## config.mk

```make
export PLATFORM = sky130hd
export DESIGN_NAME = timer1_top
export DESIGN_NICKNAME = d
export VERILOG_FILES = /design/src/hdl/timer1_pkg.sv /design/src/hdl/timer1_prescaler.sv /design/src/hdl/timer1_counter.sv /design/src/hdl/timer1_waveform.sv /design/src/hdl/timer1_regs.sv /design/src/hdl/timer1_top.sv
export VERILOG_INCLUDE_DIRS = /design/src /design/src/include
export SDC_FILE = /design/constraint.sdc
export NUM_CORES = 1
export LEC_CHECK = 0
export BUFFER_PORTS_ARGS = -buffer_cell sky130_fd_sc_hd__buf_2
export CAP_MARGIN = 0
export CORE_AREA = 2 2 104 106
export CTS_BUF_LIST = sky130_fd_sc_hd__clkbuf_16
export DETAILED_ROUTE_END_ITERATION = 16
export DIE_AREA = 0 0 106 108
export PLACE_DENSITY = 0.85
export SYNTH_ARGS = -nofsm -noshare
export SYNTH_HDL_FRONTEND = slang
export SYNTH_SLANG_ARGS = --single-unit
export TNS_END_PERCENT = 10
```

## constraint.sdc

```tcl
create_clock -name clk -period 4.35 [get_ports clk]
set_input_delay 1.0875 -clock clk [delete_from_list [all_inputs] [get_ports clk]]
set_output_delay 1.0875 -clock clk [all_outputs]
set_load 0.02 [all_outputs]
```

## src/include/timer1_settings.svh

```systemverilog
// Timer1 register map, waveform and clock-select codes, fixed TOP values
// and the widths of the bus, counter and prescaler divider

`ifndef TIMER1_SETTINGS_SVH
`define TIMER1_SETTINGS_SVH

`define TIMER1_ADDR_W   6
`define TIMER1_DATA_W   8
`define TIMER1_COUNT_W  16
`define TIMER1_PRESC_W  11  // Enough for divide by 1024

// I/O addresses
`define TIMER1_ADDR_TCCR1A  6'h20
`define TIMER1_ADDR_TCCR1B  6'h21
`define TIMER1_ADDR_OCR1AL  6'h28
`define TIMER1_ADDR_OCR1AH  6'h29
`define TIMER1_ADDR_OCR1BL  6'h2A
`define TIMER1_ADDR_OCR1BH  6'h2B
`define TIMER1_ADDR_TCNT1L  6'h2C
`define TIMER1_ADDR_TCNT1H  6'h2D
`define TIMER1_ADDR_TIMSK1  6'h2F
`define TIMER1_ADDR_TIFR1   6'h16

// Shared bit positions of TIFR1 and TIMSK1
`define TIMER1_FLAG_TOV   0
`define TIMER1_FLAG_OCFA  1
`define TIMER1_FLAG_OCFB  2

`define TIMER1_TOP_8BIT   16'h00FF
`define TIMER1_TOP_9BIT   16'h01FF
`define TIMER1_TOP_10BIT  16'h03FF
`define TIMER1_TOP_MAX    16'hFFFF

// WGM13:0 codes
`define TIMER1_WGM_NORMAL     4'b0000
`define TIMER1_WGM_CTC_OCRA   4'b0100
`define TIMER1_WGM_FAST_8     4'b0101
`define TIMER1_WGM_FAST_9     4'b0110
`define TIMER1_WGM_FAST_10    4'b0111
`define TIMER1_WGM_FAST_OCRA  4'b1111

// CS12:0 codes
`define TIMER1_CS_STOP      3'b000
`define TIMER1_CS_DIV1      3'b001
`define TIMER1_CS_DIV8      3'b010
`define TIMER1_CS_DIV64     3'b011
`define TIMER1_CS_DIV256    3'b100
`define TIMER1_CS_DIV1024   3'b101
`define TIMER1_CS_EXT_FALL  3'b110
`define TIMER1_CS_EXT_RISE  3'b111

`endif

```

## src/hdl/timer1_pkg.sv

```systemverilog
// Timer1 types: bus address and data, counter value,
// waveform mode, clock select and compare-output mode enums
`default_nettype none

`include "timer1_settings.svh"

package timer1_pkg;

    typedef logic [`TIMER1_ADDR_W-1:0]  io_addr_t;
    typedef logic [`TIMER1_DATA_W-1:0]  io_data_t;
    typedef logic [`TIMER1_COUNT_W-1:0] count_t;  // Counter, compare and TOP

    typedef enum logic [3:0] {
        wgm_normal    = `TIMER1_WGM_NORMAL,
        wgm_ctc_ocra  = `TIMER1_WGM_CTC_OCRA,
        wgm_fast_8    = `TIMER1_WGM_FAST_8,
        wgm_fast_9    = `TIMER1_WGM_FAST_9,
        wgm_fast_10   = `TIMER1_WGM_FAST_10,
        wgm_fast_ocra = `TIMER1_WGM_FAST_OCRA
    } wgm_t;

    typedef enum logic [2:0] {
        cs_stop     = `TIMER1_CS_STOP,
        cs_div1     = `TIMER1_CS_DIV1,
        cs_div8     = `TIMER1_CS_DIV8,
        cs_div64    = `TIMER1_CS_DIV64,
        cs_div256   = `TIMER1_CS_DIV256,
        cs_div1024  = `TIMER1_CS_DIV1024,
        cs_ext_fall = `TIMER1_CS_EXT_FALL,
        cs_ext_rise = `TIMER1_CS_EXT_RISE
    } clock_select_t;

    typedef enum logic [1:0] {
        com_off      = 2'b00,
        com_reserved = 2'b01,
        com_clear    = 2'b10,  // Non-inverting
        com_set      = 2'b11   // Inverting
    } com_t;

endpackage

`default_nettype wire

```

## src/hdl/timer1_prescaler.sv

```systemverilog
// Timer1 clock-select prescaler
// Registered divider producing one-cycle count ticks
`timescale 1ns/1ps
`default_nettype none

`include "timer1_settings.svh"

module timer1_prescaler (
    input  logic                      clk,
    input  logic                      reset_n,
    input  timer1_pkg::clock_select_t clock_select,
    output logic                      tick
);
    import timer1_pkg::*;

    logic [`TIMER1_PRESC_W-1:0] div_count;
    logic [`TIMER1_PRESC_W-1:0] terminal;
    logic                       active;

    // Terminal value is ratio minus one
    always_comb begin
        active   = 1'b1;
        terminal = '0;
        case (clock_select)
            cs_div1:    terminal = 11'd0;
            cs_div8:    terminal = 11'd7;
            cs_div64:   terminal = 11'd63;
            cs_div256:  terminal = 11'd255;
            cs_div1024: terminal = 11'd1023;
            default:    active   = 1'b0;  // Stop and external inputs
        endcase
    end

    always_ff @(posedge clk or negedge reset_n) begin
        if (!reset_n) begin
            div_count <= '0;
            tick      <= 1'b0;
        end else if (!active) begin
            div_count <= '0;
            tick      <= 1'b0;
        end else if (div_count >= terminal) begin  // Also catches a ratio change
            div_count <= '0;
            tick      <= 1'b1;
        end else begin
            div_count <= div_count + 1'b1;
            tick      <= 1'b0;
        end
    end

endmodule

`default_nettype wire

```

## src/hdl/timer1_counter.sv

```systemverilog
// Timer1 16-bit counter with TOP selection
// and registered overflow, wrap and compare-match pulses
`timescale 1ns/1ps
`default_nettype none

`include "timer1_settings.svh"

module timer1_counter (
    input  logic               clk,
    input  logic               reset_n,
    input  logic               tick,
    input  timer1_pkg::wgm_t   mode,
    input  timer1_pkg::count_t ocr_a,
    input  timer1_pkg::count_t ocr_b,
    input  logic               tcnt_load,
    input  timer1_pkg::count_t tcnt_load_value,
    output timer1_pkg::count_t count,
    output logic               overflow,
    output logic               match_a,
    output logic               match_b,
    output logic               wrap
);
    import timer1_pkg::*;

    count_t top;
    count_t count_next;
    logic   is_fast;
    logic   is_ctc;
    logic   at_top;

    always_comb begin
        case (mode)
            wgm_ctc_ocra,
            wgm_fast_ocra: top = ocr_a;
            wgm_fast_8:    top = `TIMER1_TOP_8BIT;
            wgm_fast_9:    top = `TIMER1_TOP_9BIT;
            wgm_fast_10:   top = `TIMER1_TOP_10BIT;
            default:       top = `TIMER1_TOP_MAX;
        endcase
    end

    assign is_ctc  = (mode == wgm_ctc_ocra);
    assign is_fast = (mode == wgm_fast_8) || (mode == wgm_fast_9) ||
                     (mode == wgm_fast_10) || (mode == wgm_fast_ocra);
    assign at_top  = (count == top);

    // Normal mode rolls over by itself at TOP_MAX
    assign count_next = ((is_fast || is_ctc) && at_top) ? '0 : count + 1'b1;

    always_ff @(posedge clk or negedge reset_n) begin
        if (!reset_n) begin
            count    <= '0;
            overflow <= 1'b0;
            wrap     <= 1'b0;
            match_a  <= 1'b0;
            match_b  <= 1'b0;
        end else begin
            overflow <= 1'b0;
            wrap     <= 1'b0;
            match_a  <= 1'b0;
            match_b  <= 1'b0;
            if (tcnt_load) begin
                count <= tcnt_load_value;  // CPU write wins over the tick
            end else if (tick) begin
                count    <= count_next;
                overflow <= at_top && !is_ctc;
                wrap     <= at_top && is_fast;
                match_a  <= (count == ocr_a);
                match_b  <= (count == ocr_b);
            end
        end
    end

endmodule

`default_nettype wire

```

## src/hdl/timer1_waveform.sv

```systemverilog
// Timer1 compare-output pins OC1A and OC1B
// Fast-PWM set/clear on wrap and compare match
`timescale 1ns/1ps
`default_nettype none

module timer1_waveform (
    input  logic             clk,
    input  logic             reset_n,
    input  timer1_pkg::wgm_t mode,
    input  timer1_pkg::com_t com_a,
    input  timer1_pkg::com_t com_b,
    input  logic             match_a,
    input  logic             match_b,
    input  logic             wrap,
    output logic             oc1a,
    output logic             oc1b
);
    import timer1_pkg::*;

    logic is_fast;

    // Next pin level for one channel, wrap has priority over match
    function automatic logic pin_next(input com_t com, input logic match,
                                      input logic wrap_evt, input logic pin);
        logic result;
        result = pin;
        if (com == com_clear || com == com_set) begin
            if (wrap_evt)
                result = (com == com_clear);
            else if (match)
                result = (com == com_set);
        end
        return result;
    endfunction

    assign is_fast = (mode == wgm_fast_8) || (mode == wgm_fast_9) ||
                     (mode == wgm_fast_10) || (mode == wgm_fast_ocra);

    always_ff @(posedge clk or negedge reset_n) begin
        if (!reset_n) begin
            oc1a <= 1'b0;
            oc1b <= 1'b0;
        end else if (is_fast) begin  // Pins frozen outside fast PWM
            oc1a <= pin_next(com_a, match_a, wrap, oc1a);
            oc1b <= pin_next(com_b, match_b, wrap, oc1b);
        end
    end

endmodule

`default_nettype wire

```

## src/hdl/timer1_regs.sv

```systemverilog
// Timer1 register block: control, compare, mask and flag registers,
// TCNT temporary byte, mode decode, interrupt gating and read mux
`timescale 1ns/1ps
`default_nettype none

`include "timer1_settings.svh"

module timer1_regs (
    input  logic                          clk,
    input  logic                          reset_n,
    input  timer1_pkg::io_addr_t          io_addr,
    input  timer1_pkg::io_data_t          io_data_in,
    input  logic                          io_write,
    input  logic                          io_read,
    output timer1_pkg::io_data_t          io_data_out,
    input  timer1_pkg::count_t            count,
    input  logic                          overflow,
    input  logic                          match_a,
    input  logic                          match_b,
    output timer1_pkg::clock_select_t     clock_select,
    output timer1_pkg::wgm_t              mode,
    output timer1_pkg::com_t              com_a,
    output timer1_pkg::com_t              com_b,
    output timer1_pkg::count_t            ocr_a,
    output timer1_pkg::count_t            ocr_b,
    output logic                          tcnt_load,
    output timer1_pkg::count_t            tcnt_load_value,
    output logic                          irq_overflow,
    output logic                          irq_compa,
    output logic                          irq_compb
);
    import timer1_pkg::*;

    io_data_t   tccr1a;
    io_data_t   tccr1b;
    io_data_t   timsk1;
    io_data_t   tcnt_temp;   // Low byte waits for the high byte
    logic [2:0] tifr1;
    logic [2:0] flag_set;
    logic [2:0] flag_clear;
    logic [3:0] wgm_code;

    // Register writes and flag updates
    always_ff @(posedge clk or negedge reset_n) begin
        if (!reset_n) begin
            tccr1a    <= '0;
            tccr1b    <= '0;
            timsk1    <= '0;
            tcnt_temp <= '0;
            ocr_a     <= '0;
            ocr_b     <= '0;
            tifr1     <= '0;
        end else begin
            if (io_write) begin
                case (io_addr)
                    `TIMER1_ADDR_TCNT1L: tcnt_temp   <= io_data_in;
                    `TIMER1_ADDR_TCCR1A: tccr1a      <= io_data_in;
                    `TIMER1_ADDR_TCCR1B: tccr1b      <= io_data_in;
                    `TIMER1_ADDR_OCR1AL: ocr_a[7:0]  <= io_data_in;
                    `TIMER1_ADDR_OCR1AH: ocr_a[15:8] <= io_data_in;
                    `TIMER1_ADDR_OCR1BL: ocr_b[7:0]  <= io_data_in;
                    `TIMER1_ADDR_OCR1BH: ocr_b[15:8] <= io_data_in;
                    `TIMER1_ADDR_TIMSK1: timsk1      <= io_data_in;
                    default: ;
                endcase
            end
            tifr1 <= (tifr1 & ~flag_clear) | flag_set;  // Set beats clear
        end
    end

    always_comb begin
        flag_set                     = '0;
        flag_set[`TIMER1_FLAG_TOV]   = overflow;
        flag_set[`TIMER1_FLAG_OCFA]  = match_a;
        flag_set[`TIMER1_FLAG_OCFB]  = match_b;
        flag_clear = (io_write && io_addr == `TIMER1_ADDR_TIFR1) ? io_data_in[2:0] : '0;
    end

    // High byte write loads the counter at the same edge
    assign tcnt_load       = io_write && (io_addr == `TIMER1_ADDR_TCNT1H);
    assign tcnt_load_value = {io_data_in, tcnt_temp};

    // Mode and output fields
    assign wgm_code     = {tccr1b[4:3], tccr1a[1:0]};
    assign clock_select = clock_select_t'(tccr1b[2:0]);
    assign com_a        = com_t'(tccr1a[7:6]);
    assign com_b        = com_t'(tccr1a[5:4]);

    always_comb begin
        case (wgm_code)
            wgm_ctc_ocra, wgm_fast_8, wgm_fast_9, wgm_fast_10, wgm_fast_ocra:
                mode = wgm_t'(wgm_code);
            default: mode = wgm_normal;  // Dropped modes fall back to normal
        endcase
    end

    assign irq_overflow = tifr1[`TIMER1_FLAG_TOV]  & timsk1[`TIMER1_FLAG_TOV];
    assign irq_compa    = tifr1[`TIMER1_FLAG_OCFA] & timsk1[`TIMER1_FLAG_OCFA];
    assign irq_compb    = tifr1[`TIMER1_FLAG_OCFB] & timsk1[`TIMER1_FLAG_OCFB];

    // Read mux, TCNT shows the live count
    always_comb begin
        io_data_out = '0;
        if (io_read) begin
            case (io_addr)
                `TIMER1_ADDR_TCNT1L: io_data_out = count[7:0];
                `TIMER1_ADDR_TCNT1H: io_data_out = count[15:8];
                `TIMER1_ADDR_TCCR1A: io_data_out = tccr1a;
                `TIMER1_ADDR_TCCR1B: io_data_out = tccr1b;
                `TIMER1_ADDR_OCR1AL: io_data_out = ocr_a[7:0];
                `TIMER1_ADDR_OCR1AH: io_data_out = ocr_a[15:8];
                `TIMER1_ADDR_OCR1BL: io_data_out = ocr_b[7:0];
                `TIMER1_ADDR_OCR1BH: io_data_out = ocr_b[15:8];
                `TIMER1_ADDR_TIMSK1: io_data_out = timsk1;
                `TIMER1_ADDR_TIFR1:  io_data_out = {5'b00000, tifr1};
                default:             io_data_out = '0;
            endcase
        end
    end

endmodule

`default_nettype wire

```

## src/hdl/timer1_top.sv

```systemverilog
// Timer1 top level
// Register block beside prescaler, counter and waveform pins
`timescale 1ns/1ps
`default_nettype none

module timer1_top (
    input  logic                 clk,
    input  logic                 reset_n,
    input  timer1_pkg::io_addr_t io_addr,
    input  timer1_pkg::io_data_t io_data_in,
    input  logic                 io_write,
    input  logic                 io_read,
    output timer1_pkg::io_data_t io_data_out,
    output logic                 oc1a,
    output logic                 oc1b,
    output logic                 irq_overflow,
    output logic                 irq_compa,
    output logic                 irq_compb
);
    import timer1_pkg::*;

    clock_select_t clock_select;
    wgm_t          mode;
    com_t          com_a;
    com_t          com_b;
    count_t        ocr_a;
    count_t        ocr_b;
    count_t        tcnt_load_value;
    count_t        count;
    logic          tcnt_load;
    logic          tick;
    logic          overflow;
    logic          match_a;
    logic          match_b;
    logic          wrap;

    timer1_regs i_regs (
        .clk             (clk),
        .reset_n         (reset_n),
        .io_addr         (io_addr),
        .io_data_in      (io_data_in),
        .io_write        (io_write),
        .io_read         (io_read),
        .io_data_out     (io_data_out),
        .count           (count),
        .overflow        (overflow),
        .match_a         (match_a),
        .match_b         (match_b),
        .clock_select    (clock_select),
        .mode            (mode),
        .com_a           (com_a),
        .com_b           (com_b),
        .ocr_a           (ocr_a),
        .ocr_b           (ocr_b),
        .tcnt_load       (tcnt_load),
        .tcnt_load_value (tcnt_load_value),
        .irq_overflow    (irq_overflow),
        .irq_compa       (irq_compa),
        .irq_compb       (irq_compb)
    );

    timer1_prescaler i_prescaler (
        .clk          (clk),
        .reset_n      (reset_n),
        .clock_select (clock_select),
        .tick         (tick)
    );

    timer1_counter i_counter (
        .clk             (clk),
        .reset_n         (reset_n),
        .tick            (tick),
        .mode            (mode),
        .ocr_a           (ocr_a),
        .ocr_b           (ocr_b),
        .tcnt_load       (tcnt_load),
        .tcnt_load_value (tcnt_load_value),
        .count           (count),
        .overflow        (overflow),
        .match_a         (match_a),
        .match_b         (match_b),
        .wrap            (wrap)
    );

    timer1_waveform i_waveform (
        .clk     (clk),
        .reset_n (reset_n),
        .mode    (mode),
        .com_a   (com_a),
        .com_b   (com_b),
        .match_a (match_a),
        .match_b (match_b),
        .wrap    (wrap),
        .oc1a    (oc1a),
        .oc1b    (oc1b)
    );

endmodule

`default_nettype wire

```

==> reports/qor.csv <==
stage,metric,value,unit
floorplanning,# rows,37,
route,drt via density,6.56,
critical_path,critical path launch point type,input pin,
clock_tree,cts bufs inserted,9,
sta,RSZ-0062 raised after global routing,no,
yosys,Mapped Area,0.00629,sq mm
sta,# setup viols final,0,
placement,pre-CTS WS,0.597,ns
grt,vias in the first global route,5116,
clock_tree,Hold Buf Count CTS,0,
yosys,Synthesis Warnings,0,
clock_tree,Root Driver,clkbuf_16,
critical_path,critical path class,input pin to output pin,
route,DRC viols,0,
sta,setup ws final,0.570,ns
critical_path,Worst EP required,3.26,ns
critical_path,Critical R2R Launch,i_regs.tccr1a[0],
placement,Placer Congestion,0.946,
placement,I/O Buffers,30,
sta,Worst Skew,0.00647,ns
finish,Finished Cell Area,0.00681,sq mm
floorplanning,total core area,0.0102,sq mm
critical_path,max incr delay on CP,0.45,ns
critical_path,CP endpoint kind,output pin,
finish,multi-input logic area,0.00348,sq mm
yosys,Seq cells post-synth,101,
finish,proportion of layout cells with a drive suffix above 1,0.221,
power,leakage power,3.01,nW
finish,Filler cells,756,
floorplanning,Initial Util,0.614,
sta,count of pins over their slew limit,0,
yosys,post-synth net total,677,
yosys,Cells after Synth,647,
yosys,sequential fraction of the synthesis area,0.402,
critical_path,crit path max fanout,26,
critical_path,cells on worst reg2reg path,9,
yosys,post-synth top area cell,dfrtp_1,
worst_hold_path,HP Class,flip-flop to flip-flop,
critical_path,R2R setup slack,1.36,ns
critical_path,"most used cell, CP",buf_2,
yosys,prevailing post-synth register cell,dfrtp_1,
clock_tree,CTS tree,built,
yosys,distinct cell type count after synthesis,64,
finish,Area Overhead vs Synth,8.34,%
worst_hold_path,hold path start,i_counter.overflow,
route,DR pass1 iterations,7,
yosys,Post-synth ARST share,1.00,
yosys,top cell type's share of synthesized area,0.402,
clock_tree,Post-CTS Resized,0,
route,initial DRC count,504,
power,PD cells,395,mW/mm^2
finish,register area,0.00253,sq mm
sta,minimum hold slack,0.438,ns
yosys,synth top area cells,"dfrtp_1 40%, mux2_2 13%, xor2_1 3.8%, a21oi_1 3.3%, mux4_2 2.9%",
clock_tree,H-tree Lvls,3,
clock_tree,clock tree sinks,101,
grt,largest net degree at the start of global routing,54,
sta,period utilisation layout,0.869,
route,Antenna Nets Post-Route,0,
critical_path,reg-to-reg critical path endpoint,i_counter.count[2],
sta,Fmax,265,MHz
grt,gr usage total,0.312,
clock_tree,setup bufs post-CTS,0,
sta,Slew @ Worst Pin,0.818,ns
route,vias,5186,
yosys,"EDFF count, synth",0,
sta,Tmin final,3.78,ns
clock_tree,clock-pin slew on the worst setup and hold paths,0.07,ns
power,Tot Pwr,2.69,mW
sta,final hold vios,0,
clock_tree,worst skew pair latency,0.36,ns
grt,first-pass GRT wire length,26900,um
route,drt total wl,16900,um
critical_path,Worst Path Arrival,2.69,ns
route,routed len/inst,21.3,um
yosys,Post-Syn Area per Cell,9.72,sq um
grt,initial antenna violation count,0,
worst_hold_path,hold depth,1,
floorplanning,DIE WIDTH,106,um
finish,Layout Nets,680,
grt,remaining global-route overflow,0,
run_status,outcome,"finished, final reports clean",
sta,Slew headroom,0.454,
floorplanning,die height,108,um
placement,dpl hpwl,11800,um
floorplanning,DIE AREA,0.0114,sq mm
job,max-cap violations,0,
critical_path,slowest cell on the critical path,buf_2,
placement,Post-DP Area,0.00649,sq mm
critical_path,CP cell instances,buf_2 > nand2b_1 > nor2_1 > buf_4 > o21ai_1 > a21oi_1 > buf_2,
power,Worst VDD drop,411,uV
floorplanning,I/O Pins,31,
worst_hold_path,hold endpoint,i_regs.tifr1[0],
clock_tree,clk buf depth,2,
sta,final setup TNS,0,ns
finish,ant diodes,0,
## power by group
part / switching (mW) / leakage [nW] / internal [mW] / total (mW)
combinational: 0.296 / 1.56 / 0.274 / 0.570
clock: 0.391 / 0.148 / 0.460 / 0.851
sequential: 0.213 / 1.30 / 1.05 / 1.27
## cell usage in the layout, fill, tap and decap left out, drive strengths merged, types with 5 or more instances in the layout
master / count
nor4: 7
a21o: 11
o31ai: 5
mux2i: 9
or3: 10
dfrtp: 101
nor2: 48
a21oi: 42
buf: 41
nand2: 46
a22oi: 11
nand4: 8
and2: 9
o211ai: 6
nand2b: 15
nand3: 26
o21ai: 28
mux4: 8
mux2: 70
xor2: 27
and3: 5
nor3: 8
clkbuf: 9
nor2b: 7
a31o: 5
xnor2: 7
inv: 23
ha: 12
## cell type report
cell class / count / share of cell area
repair buffers: 41 / 0.0345
clock buffers: 9 / 0.0331
inverters: 21 / 0.0116
multi-input cells: 476 / 0.511
clock inverters: 7 / 0.0136
flip-flops and latches: 101 / 0.371
well taps: 136 / 0.0250
## sequential cells by signal (all words and copies together) (netlist names), 3 cells and up
| name | flops |
|---|---|
| i_prescaler.div_count | 11 |
| i_regs.tifr1 | 3 |
| i_regs.timsk1 | 8 |
| i_regs.tccr1a | 8 |
| i_regs.tcnt_temp | 8 |
| i_regs.ocr_a | 16 |
| i_counter.count | 16 |
| i_regs.tccr1b | 8 |
| i_regs.ocr_b | 16 |
## per-layer routing
metal  share of wire  global-route usage
met1            0.41               0.407
met2            0.48               0.507
met3           0.071              0.0747
met4           0.034               0.127
met5               0                   0
## cell families after synthesis
| logic type | share of synthesized area |
|---|---|
| adder cells (fa/ha/maj) | 0.0255 |
| multiplexers | 0.168 |
| AND/OR/NAND/NOR | 0.175 |
| flip-flops | 0.402 |
| XOR/XNOR | 0.0474 |
| AO/OA/AOI/OAI | 0.137 |
| buffers and inverters | 0.0452 |
## worst max-delay path: cells and delay by family
| family | cells | cell delay, ns |
|---|---|---|
| simple gates | 2 | 0.25 |
| buf+inv | 3 | 0.79 |
| compound gates | 2 | 0.55 |
## synthesized netlist by cell type (7+ instances only)
master    count
mux4_2        8
mux2i_1       9
and2_1        7
nand2b_1     15
ha_1         12
inv_1        21
mux2_2       70
nand2_1      46
xnor2_1       7
a21o_1       11
o21ai_0      21
nand3_1      26
dfrtp_1     101
clkbuf_1     39
nor2b_1       7
xor2_1       27
or3_1        10
a21oi_1      42
nor2_1       48
a22oi_1      11
nand4_1       8
o21ai_1       7
## how the worst max path moves through the flow
stage                    start  slack, ns             end
global placement    io_addr[0]       0.61  io_data_out[4]
CTS                 io_addr[0]       0.60  io_data_out[4]
finish              io_addr[0]       0.57  io_data_out[4]
detailed placement  io_addr[0]       0.60  io_data_out[4]
global route        io_addr[0]       0.38  io_data_out[4]
floorplan           io_addr[0]       0.32  io_data_out[5]
## per-stage QoR
| stage | utilization | cells |
|---|---|---|
| global route | 0.666 | 791 |
| floorplan | - | 647 |
| detailed placement | 0.635 | 775 |
| CTS | 0.666 | 791 |
| finish | 0.666 | 791 |
| global placement | 0.635 | 775 |
Note: power is estimated with default switching activity, not from simulation.
